**config.mk**
```make
export PLATFORM = sky130hd
export DESIGN_NAME = branch_predictor
export DESIGN_NICKNAME = d
export VERILOG_FILES = /design/src/rtl/bp_pkg.sv /design/src/rtl/pattern_table.sv /design/src/rtl/branch_history_queue.sv /design/src/rtl/fetch_history.sv /design/src/rtl/branch_predictor.sv
export SDC_FILE = /design/constraint.sdc
export NUM_CORES = 2
export LEC_CHECK = 0
export BUFFER_PORTS_ARGS = -buffer_cell sky130_fd_sc_hd__buf_2
export CAP_MARGIN = 15
export CORE_MARGIN = 4
export CORE_UTILIZATION = 55
export CTS_BUF_LIST = sky130_fd_sc_hd__clkbuf_4 sky130_fd_sc_hd__clkbuf_8 sky130_fd_sc_hd__clkbuf_16
export CTS_CLUSTER_DIAMETER = 40
export DETAILED_ROUTE_END_ITERATION = 12
export PLACE_DENSITY = 0.72
export RECOVER_POWER = 25
export SKIP_CTS_REPAIR_TIMING = 1
export SYNTH_ARGS = -nofsm -noshare
export SYNTH_HDL_FRONTEND = slang
export SYNTH_SLANG_ARGS = --single-unit
```
**constraint.sdc**
```tcl
create_clock -name clock -period 5.09 [get_ports clock]
set_input_delay 0.509 -clock clock [delete_from_list [all_inputs] [get_ports clock]]
set_output_delay 0.509 -clock clock [all_outputs]
set_load 0.05 [all_outputs]
```
**src/rtl/bp_pkg.sv**
```systemverilog
`default_nettype none

package bp_pkg;

	// global history length
	parameter int HIST_BITS = 8;
	// pattern table address width, 256 counters
	parameter int PHT_INDEX_BITS = 8;
	parameter int PHT_ENTRIES = 1 << PHT_INDEX_BITS;
	parameter int PC_BITS = 32;
	// lowest pc bit that enters the hash
	parameter int PC_INDEX_LSB = 2;

	// queue depth used when the top level is not overridden, at most 16
	parameter int QUEUE_DEPTH_DEFAULT = 8;
	// tag covers the deepest allowed queue
	parameter int TAG_BITS = 4;
	// row counts run from 0 to 16
	parameter int COUNT_BITS = 5;

	// bit 0 is the newest outcome
	typedef logic [HIST_BITS-1:0] hist_t;
	typedef logic [PHT_INDEX_BITS-1:0] pht_index_t;
	typedef logic [PC_BITS-1:0] pc_t;
	// row number in the queue, oldest row is 0
	typedef logic [TAG_BITS-1:0] tag_t;
	typedef logic [COUNT_BITS-1:0] count_t;
	// 2-bit saturating counter, upper bit is the prediction
	typedef logic [1:0] counter_t;

	// weakly not taken
	parameter counter_t COUNTER_INIT = 2'b01;

endpackage

`default_nettype wire

```
**src/rtl/pattern_table.sv**
```systemverilog
`timescale 1ns/100ps
`default_nettype none

module pattern_table (
	input wire logic clock,
	input wire logic reset,
	input wire bp_pkg::pht_index_t lookup_index,
	input wire logic update_valid,
	input wire bp_pkg::pht_index_t update_index,
	input wire logic update_taken,
	output bp_pkg::counter_t lookup_counter
);

	import bp_pkg::*;

	// one saturating counter per hashed index
	counter_t counters [PHT_ENTRIES];

	// counter being trained and its stepped value
	counter_t update_counter;
	counter_t next_counter;

	// move one step toward 11 on taken, toward 00 on not taken
	function automatic counter_t saturate_step(input counter_t value, input logic taken);
		counter_t result;
		result = value;
		if (taken) begin
			if (value != 2'b11) begin
				result = value + counter_t'(1);
			end
		end else begin
			if (value != 2'b00) begin
				result = value - counter_t'(1);
			end
		end
		return result;
	endfunction

	// read returns the value from before any update in this cycle
	assign lookup_counter = counters[lookup_index];

	assign update_counter = counters[update_index];
	assign next_counter = saturate_step(update_counter, update_taken);

	always_ff @(posedge clock) begin
		if (reset) begin
			// every branch starts weakly not taken
			for (int i = 0; i < PHT_ENTRIES; i++) begin
				counters[i] <= COUNTER_INIT;
			end
		end else if (update_valid) begin
			counters[update_index] <= next_counter;
		end
	end

endmodule

`default_nettype wire

```
**src/rtl/branch_history_queue.sv**
```systemverilog
`timescale 1ns/100ps
`default_nettype none

module branch_history_queue #(
	parameter int QUEUE_DEPTH = bp_pkg::QUEUE_DEPTH_DEFAULT
) (
	input wire logic clock,
	input wire logic reset,
	input wire logic append_valid,
	input wire bp_pkg::hist_t new_history,
	input wire bp_pkg::pht_index_t new_index,
	input wire logic resolve_valid,
	input wire logic resolve_mispredict,
	input wire bp_pkg::tag_t resolve_tag,
	input wire logic retire_valid,
	input wire bp_pkg::count_t retire_count,
	output bp_pkg::tag_t append_tag,
	output bp_pkg::hist_t spec_history,
	output logic queue_nonempty,
	output logic queue_full,
	output bp_pkg::pht_index_t resolve_index,
	output logic retired_valid,
	output bp_pkg::hist_t retired_history
);

	import bp_pkg::*;

	// row storage, row 0 holds the oldest branch in flight
	hist_t hist_rows [QUEUE_DEPTH];
	pht_index_t index_rows [QUEUE_DEPTH];
	// number of valid rows
	count_t tail;

	// row images after each step of the cycle
	hist_t cut_hist [QUEUE_DEPTH];
	hist_t shift_hist [QUEUE_DEPTH];
	hist_t next_hist [QUEUE_DEPTH];
	pht_index_t shift_index [QUEUE_DEPTH];
	pht_index_t next_index [QUEUE_DEPTH];
	count_t cut_tail;
	count_t shift_tail;
	count_t next_tail;

	logic mispredict;
	logic append_fits;
	logic append_take;

	assign queue_nonempty = (tail != '0);
	assign queue_full = (tail == count_t'(QUEUE_DEPTH));
	assign mispredict = resolve_valid && resolve_mispredict;
	// a zero-row retire changes nothing
	assign retired_valid = retire_valid && (retire_count != '0);
	// a full queue only takes a new row when rows leave in the same cycle
	assign append_fits = !queue_full || retired_valid;
	assign append_take = append_valid && append_fits;
	// new row lands behind the rows that survive recovery and retire
	assign append_tag = tag_t'(shift_tail);

	// read ports, all taken from the registered rows
	always_comb begin
		spec_history = '0;
		resolve_index = '0;
		retired_history = '0;
		for (int i = 0; i < QUEUE_DEPTH; i++) begin
			// newest row sits just below the tail
			if (count_t'(i + 1) == tail) begin
				spec_history = hist_rows[i];
			end
			if (tag_t'(i) == resolve_tag) begin
				resolve_index = index_rows[i];
			end
			// last row that leaves on retire
			if (count_t'(i + 1) == retire_count) begin
				retired_history = hist_rows[i];
			end
		end
	end

	// step 1, mispredict recovery
	always_comb begin
		cut_tail = tail;
		for (int i = 0; i < QUEUE_DEPTH; i++) begin
			cut_hist[i] = hist_rows[i];
			// resolving row recorded the wrong outcome as its newest bit
			if (mispredict && (tag_t'(i) == resolve_tag)) begin
				cut_hist[i][0] = ~hist_rows[i][0];
			end
		end
		// younger rows are dropped by pulling the tail back
		if (mispredict) begin
			cut_tail = count_t'(resolve_tag) + count_t'(1);
		end
	end

	// step 2, retire shifts the surviving rows down
	always_comb begin
		for (int i = 0; i < QUEUE_DEPTH; i++) begin
			shift_hist[i] = cut_hist[i];
			shift_index[i] = index_rows[i];
			if (retired_valid) begin
				for (int j = i; j < QUEUE_DEPTH; j++) begin
					if (count_t'(j - i) == retire_count) begin
						shift_hist[i] = cut_hist[j];
						shift_index[i] = index_rows[j];
					end
				end
			end
		end
		if (retired_valid) begin
			shift_tail = cut_tail - retire_count;
		end else begin
			shift_tail = cut_tail;
		end
	end

	// step 3, append at the adjusted tail
	always_comb begin
		next_tail = shift_tail;
		for (int i = 0; i < QUEUE_DEPTH; i++) begin
			next_hist[i] = shift_hist[i];
			next_index[i] = shift_index[i];
			if (append_take && (count_t'(i) == shift_tail)) begin
				next_hist[i] = new_history;
				next_index[i] = new_index;
			end
		end
		if (append_take) begin
			next_tail = shift_tail + count_t'(1);
		end
	end

	always_ff @(posedge clock) begin
		if (reset) begin
			tail <= '0;
		end else begin
			tail <= next_tail;
		end
	end

	// rows past the tail are never read
	always_ff @(posedge clock) begin
		for (int i = 0; i < QUEUE_DEPTH; i++) begin
			hist_rows[i] <= next_hist[i];
			index_rows[i] <= next_index[i];
		end
	end

endmodule

`default_nettype wire

```
**src/rtl/fetch_history.sv**
```systemverilog
`timescale 1ns/100ps
`default_nettype none

module fetch_history (
	input wire logic clock,
	input wire logic reset,
	input wire logic lookup_valid,
	input wire bp_pkg::pc_t lookup_pc,
	input wire bp_pkg::counter_t lookup_counter,
	input wire logic queue_nonempty,
	input wire bp_pkg::hist_t spec_history,
	input wire bp_pkg::tag_t append_tag,
	input wire logic append_accepted,
	input wire logic retired_valid,
	input wire bp_pkg::hist_t retired_history,
	input wire logic resolve_valid,
	input wire logic resolve_mispredict,
	output bp_pkg::pht_index_t lookup_index,
	output logic append_valid,
	output bp_pkg::hist_t new_history,
	output bp_pkg::pht_index_t new_index,
	output logic predict_valid,
	output logic predict_taken,
	output bp_pkg::tag_t predict_tag
);

	import bp_pkg::*;

	// history of the last retired branch
	hist_t committed_history;

	// history the lookup is hashed with
	hist_t current_history;

	// pc slice that enters the hash, word aligned
	pht_index_t pc_slice;

	logic prediction;
	logic mispredict;

	assign mispredict = resolve_valid && resolve_mispredict;

	// in-flight branches carry the newest speculative history
	// an empty queue falls back to what has retired
	assign current_history = queue_nonempty ? spec_history : committed_history;

	// gshare hash
	assign pc_slice = lookup_pc[PC_INDEX_LSB +: PHT_INDEX_BITS];
	assign lookup_index = pc_slice ^ pht_index_t'(current_history);

	// upper counter bit is the direction
	assign prediction = lookup_counter[1];

	// new row records the history after this prediction
	assign new_history = {current_history[HIST_BITS-2:0], prediction};
	// stored so the resolve can train the same counter
	assign new_index = lookup_index;

	// fetch is being redirected on a mispredict, so the lookup is wrong-path
	assign append_valid = lookup_valid && !mispredict;

	always_ff @(posedge clock) begin
		if (reset) begin
			committed_history <= '0;
		end else if (retired_valid) begin
			committed_history <= retired_history;
		end
	end

	// prediction strobe follows the lookup by one cycle
	always_ff @(posedge clock) begin
		if (reset) begin
			predict_valid <= 1'b0;
		end else begin
			predict_valid <= append_valid && append_accepted;
		end
	end

	// direction and tag only move on an accepted append
	always_ff @(posedge clock) begin
		if (append_valid && append_accepted) begin
			predict_taken <= prediction;
			predict_tag <= append_tag;
		end
	end

endmodule

`default_nettype wire

```
**src/rtl/branch_predictor.sv**
```systemverilog
`timescale 1ns/100ps
`default_nettype none

module branch_predictor #(
	parameter int QUEUE_DEPTH = bp_pkg::QUEUE_DEPTH_DEFAULT
) (
	input wire logic clock,
	input wire logic reset,
	input wire logic lookup_valid,
	input wire bp_pkg::pc_t lookup_pc,
	input wire logic resolve_valid,
	input wire bp_pkg::tag_t resolve_tag,
	input wire logic resolve_taken,
	input wire logic resolve_mispredict,
	input wire logic retire_valid,
	input wire bp_pkg::count_t retire_count,
	output logic predict_valid,
	output logic predict_taken,
	output bp_pkg::tag_t predict_tag,
	output logic queue_full
);

	import bp_pkg::*;

	// fetch side to queue and table
	pht_index_t lookup_index;
	counter_t lookup_counter;
	logic append_valid;
	hist_t new_history;
	pht_index_t new_index;

	// queue side back to fetch and table
	tag_t append_tag;
	hist_t spec_history;
	logic queue_nonempty;
	pht_index_t resolve_index;
	logic retired_valid;
	hist_t retired_history;

	// room exists unless full with nothing leaving, same rule as inside the queue
	logic append_accepted;
	assign append_accepted = !queue_full || retired_valid;

	fetch_history fetch_history_inst (
		.clock(clock),
		.reset(reset),
		.lookup_valid(lookup_valid),
		.lookup_pc(lookup_pc),
		.lookup_counter(lookup_counter),
		.queue_nonempty(queue_nonempty),
		.spec_history(spec_history),
		.append_tag(append_tag),
		.append_accepted(append_accepted),
		.retired_valid(retired_valid),
		.retired_history(retired_history),
		.resolve_valid(resolve_valid),
		.resolve_mispredict(resolve_mispredict),
		.lookup_index(lookup_index),
		.append_valid(append_valid),
		.new_history(new_history),
		.new_index(new_index),
		.predict_valid(predict_valid),
		.predict_taken(predict_taken),
		.predict_tag(predict_tag)
	);

	// every resolve trains, mispredicted or not
	pattern_table pattern_table_inst (
		.clock(clock),
		.reset(reset),
		.lookup_index(lookup_index),
		.update_valid(resolve_valid),
		.update_index(resolve_index),
		.update_taken(resolve_taken),
		.lookup_counter(lookup_counter)
	);

	branch_history_queue #(
		.QUEUE_DEPTH(QUEUE_DEPTH)
	) branch_history_queue_inst (
		.clock(clock),
		.reset(reset),
		.append_valid(append_valid),
		.new_history(new_history),
		.new_index(new_index),
		.resolve_valid(resolve_valid),
		.resolve_mispredict(resolve_mispredict),
		.resolve_tag(resolve_tag),
		.retire_valid(retire_valid),
		.retire_count(retire_count),
		.append_tag(append_tag),
		.spec_history(spec_history),
		.queue_nonempty(queue_nonempty),
		.queue_full(queue_full),
		.resolve_index(resolve_index),
		.retired_valid(retired_valid),
		.retired_history(retired_history)
	);

endmodule

`default_nettype wire

```
==> run summary <==
The share of flip-flops with an asynchronous set or reset is 0. The logs give 79200 um^2 for the die outline area and 0 for the count of final setup violators. Die width: 281 um. The run gives 4181 as the net count of the mapped netlist.

The floorplan step defined a core boundary enclosing 73600 um^2. For the final hold violation count, the log shows 0. The sink count of the clock tree is 659. The initialized floorplan defines 99 standard-cell rows. STA classifies the critical path endpoint as a flip-flop. For the number of antenna violations at the first check in global routing, the log shows 4. The maximum fanout along the worst path is 12.

Dividing the detail-routed wire length by the instance count gives 29.3 um. Across the VDD grid, the largest voltage drop is 0.458 mV. CTS placed an instance of sky130_fd_sc_hd__clkbuf_16 at the clock tree root. The first global-routing pass estimated 223 mm of wire. OpenSTA, run right after detailed placement, puts the worst setup slack at -0.112 ns. The multi-input combinational cells in the finished layout cover a total of 19200 um^2. Tightest hold margin: 0.282 ns.

At the pin with the least slew margin, the transition time is 2.22 ns. The path class of the tightest hold or removal check is in -> reg. The die height is 281 um, and the relative slew slack is -0.482. Between clock sinks in the finished design, the worst skew comes to 0.0420 ns.

In this run, synthesis produced a sequential element count of 659. Setup repair after global routing left no endpoint under its margin. The effective utilization at floorplan came out at 0.559. The worst setup path is of the reg -> reg kind.

Across the whole layout, storage elements account for 19600 um^2. Derived from the worst setup path, the maximum achievable clock frequency is 197 MHz. For the via count, the log shows 37000.

In the synthesized netlist, the number of instances is 4120. The H-tree level count was 3. The run gives 6 as the reported max-cap violation count. The checks that failed: capacitance limit, slew limit. The pre-antenna-repair detailed-routing pass consisted of 8 iterations. The type of element launching the critical path was a flip-flop.

Warning count from the yosys run: 0. The portion of the post-synthesis area used by sequential elements was 0.476; the arrival time at the worst endpoint was 5.51 ns. The filler cells instantiated in the layout total 5932.

For the worst setup path, the data required time is 5.51 ns. The later-pin clock latency in the skew report was 0.70 ns; the utilization after layout was 0.642. The top-level port count came out at 55. TritonCTS created 110 clock buffers. The tools report the final routed wirelength across all metal layers as 152 mm. The count of nets left with antenna violations once routing finished came out at 0. The mean number of vias per cell is 7.12. The congestion estimate from routability-driven global placement came to 1.01.

The final period utilization works out to 0.999. In this run the tool buffered the top-level ports with 30 buffer cells. The number of enable-type register cells in the synthesized netlist was 637; the leakage power was 16.3 nW. The routed design could run at a clock period as short as 5.08 ns. Leaving out fill and tap cells, the most frequent cells in the layout are sky130_fd_sc_hd__edfxtp_1, sky130_fd_sc_hd__nand2_1, sky130_fd_sc_hd__nand3_1.

The placed wire-length estimate is 100 mm, and the clock-pin transition on the worst setup and hold timing paths is 0.05 ns. The final cell count without fillers came out at 5199. The tools report the number of distinct library cells after synthesis as 107.

Entering global routing, the biggest net connects 113 pins. Counting along the longest clock path gives a buffer depth of 3. In the synthesized netlist the dominant register cell turns out to be sky130_fd_sc_hd__edfxtp_1.

The final layout contains 4204 nets. The post-synthesis area per instance was 9.98 um^2; the fraction of layout instances using a drive strength above 1 was 0.206. The post-synthesis to final-layout area growth came out at 14.9%. The run finished, with violations left. The via count of the first global-routing pass was 35100.

TritonCTS built the clock tree. The cell area that synthesis handed to floorplanning was 41100 um^2. The power density over the cells came out at 433 nW/um^2. The number of max-slew violations in the final report is 227, and the detailed-route DRC error count is 0. Across all setup checks in the final design, the least slack found is 0.00580 ns.

The overall routing resource usage is 0.376. After global routing the overflow that remains totals 0. Leaving out fill and tap cells, the most frequent cell in the layout is sky130_fd_sc_hd__edfxtp_1.

The number of cells in the design after placement was 4990; the number of DRC markers in iteration 0 was 5594.
## final timing paths
check,start,endpoint,slack [ns],cells past startpoint
worst max-delay path,branch_history_queue_inst.tail[1],fetch_history_inst.predict_taken,0.006,16
worst min-delay path,lookup_valid,fetch_history_inst.predict_valid,0.28,4
worst max register to register,branch_history_queue_inst.tail[1],fetch_history_inst.predict_taken,0.006,16
worst min register to register,fetch_history_inst.committed_history[1],fetch_history_inst.committed_history[1],0.51,2
## final cells by class
type | count | area share
multi-input combinational | 2951 | 0.407
inverter | 47 | 0.00373
sequential | 659 | 0.414
antenna | 4 | 0.000212
clock inverter | 84 | 0.0197
tap | 959 | 0.0254
timing repair buffer | 374 | 0.0693
clock buffer | 121 | 0.0609
## registers in the layout, summed over array words and instances (netlist names)
name / cells
fetch_history_inst.predict_tag: 4
pattern_table_inst.counters: 512
branch_history_queue_inst.index_rows: 64
fetch_history_inst.predict_taken: 1
branch_history_queue_inst.hist_rows: 64
fetch_history_inst.predict_valid: 1
fetch_history_inst.committed_history: 8
branch_history_queue_inst.tail: 5
## layer usage
metal / vias up / share of wire / wire, um / global-route usage
met2: 3000 / 0.44 / 67100 / 0.579
met1: 17700 / 0.34 / 52200 / 0.475
met5: - / 0.000079 / 12 / 0
met3: 774 / 0.13 / 20000 / 0.0905
li1: 15600 / - / - / -
met4: 2 / 0.085 / 12900 / 0.254
## cell usage after synthesis, drive strengths merged (17+ instances only)
master	count	share of area
nand3	347	0.042
a22oi	46	0.0084
clkbuf	294	0.027
inv	44	0.0040
nor3	251	0.056
o211ai	48	0.0088
o21ai	169	0.021
nand2b	56	0.0085
mux2i	110	0.027
mux4	63	0.035
nand4	21	0.0032
a211oi	72	0.013
nor2	207	0.019
a21oi	209	0.026
o21bai	18	0.0033
a21o	205	0.037
a311oi	26	0.0057
a32oi	17	0.0036
a31oi	49	0.0075
a221oi	48	0.011
nand2	631	0.058
o22ai	35	0.0056
edfxtp	637	0.47
o2111ai	26	0.0055
buf	169	0.029
dfxtp	22	0.011
and3	61	0.0093
## cell families after synthesis
logic type,count (synthesis),synth area share
AND/OR/NAND/NOR,1677,0.214
XOR/XNOR,26,0.00618
adder cells (fa/ha/maj),15,0.00469
flip-flops,659,0.476
buffers and inverters,510,0.0601
AO/OA/AOI/OAI,1050,0.174
multiplexers,183,0.0640
## critical path, stage by stage, from the launching register on
cell	delay [ns]
sky130_fd_sc_hd__dfxtp_1	0.35
sky130_fd_sc_hd__buf_4	0.21
sky130_fd_sc_hd__nor4_1	0.52
sky130_fd_sc_hd__clkbuf_1	0.20
sky130_fd_sc_hd__and2_0	0.51
sky130_fd_sc_hd__a32oi_1	0.10
sky130_fd_sc_hd__nand4_1	0.12
sky130_fd_sc_hd__a31oi_1	0.05
sky130_fd_sc_hd__clkbuf_1	0.31
sky130_fd_sc_hd__xor2_1	0.25
sky130_fd_sc_hd__clkinv_1	0.15
sky130_fd_sc_hd__clkbuf_1	0.80
sky130_fd_sc_hd__nand3_1	0.36
sky130_fd_sc_hd__and4_1	0.33
sky130_fd_sc_hd__a211o_1	0.36
sky130_fd_sc_hd__nand2_4	0.17
sky130_fd_sc_hd__inv_2	0.04
## per-stage QoR
stage          cell area (um^2)  setup TNS [ns]  power (mW)
6_report                  47300               0        20.5
2_1_floorplan             41100               0        10.2
4_1_cts                   47500               0        20.2
5_1_grt                   47200               0        20.9
3_3_place_gp              43700          -0.375        12.6
3_5_place_dp              43700          -13.04        12.6
## power breakdown
group | switching (mW) | total [mW] | leakage (nW) | internal (mW)
clock | 2.83 | 7.64 | 1.81 | 4.81
sequential | 0.170 | 6.35 | 5.76 | 6.18
combinational | 4.33 | 6.46 | 8.71 | 2.14
total | 7.33 | 20.5 | 16.3 | 13.1
(Power assumes the default switching activity.)
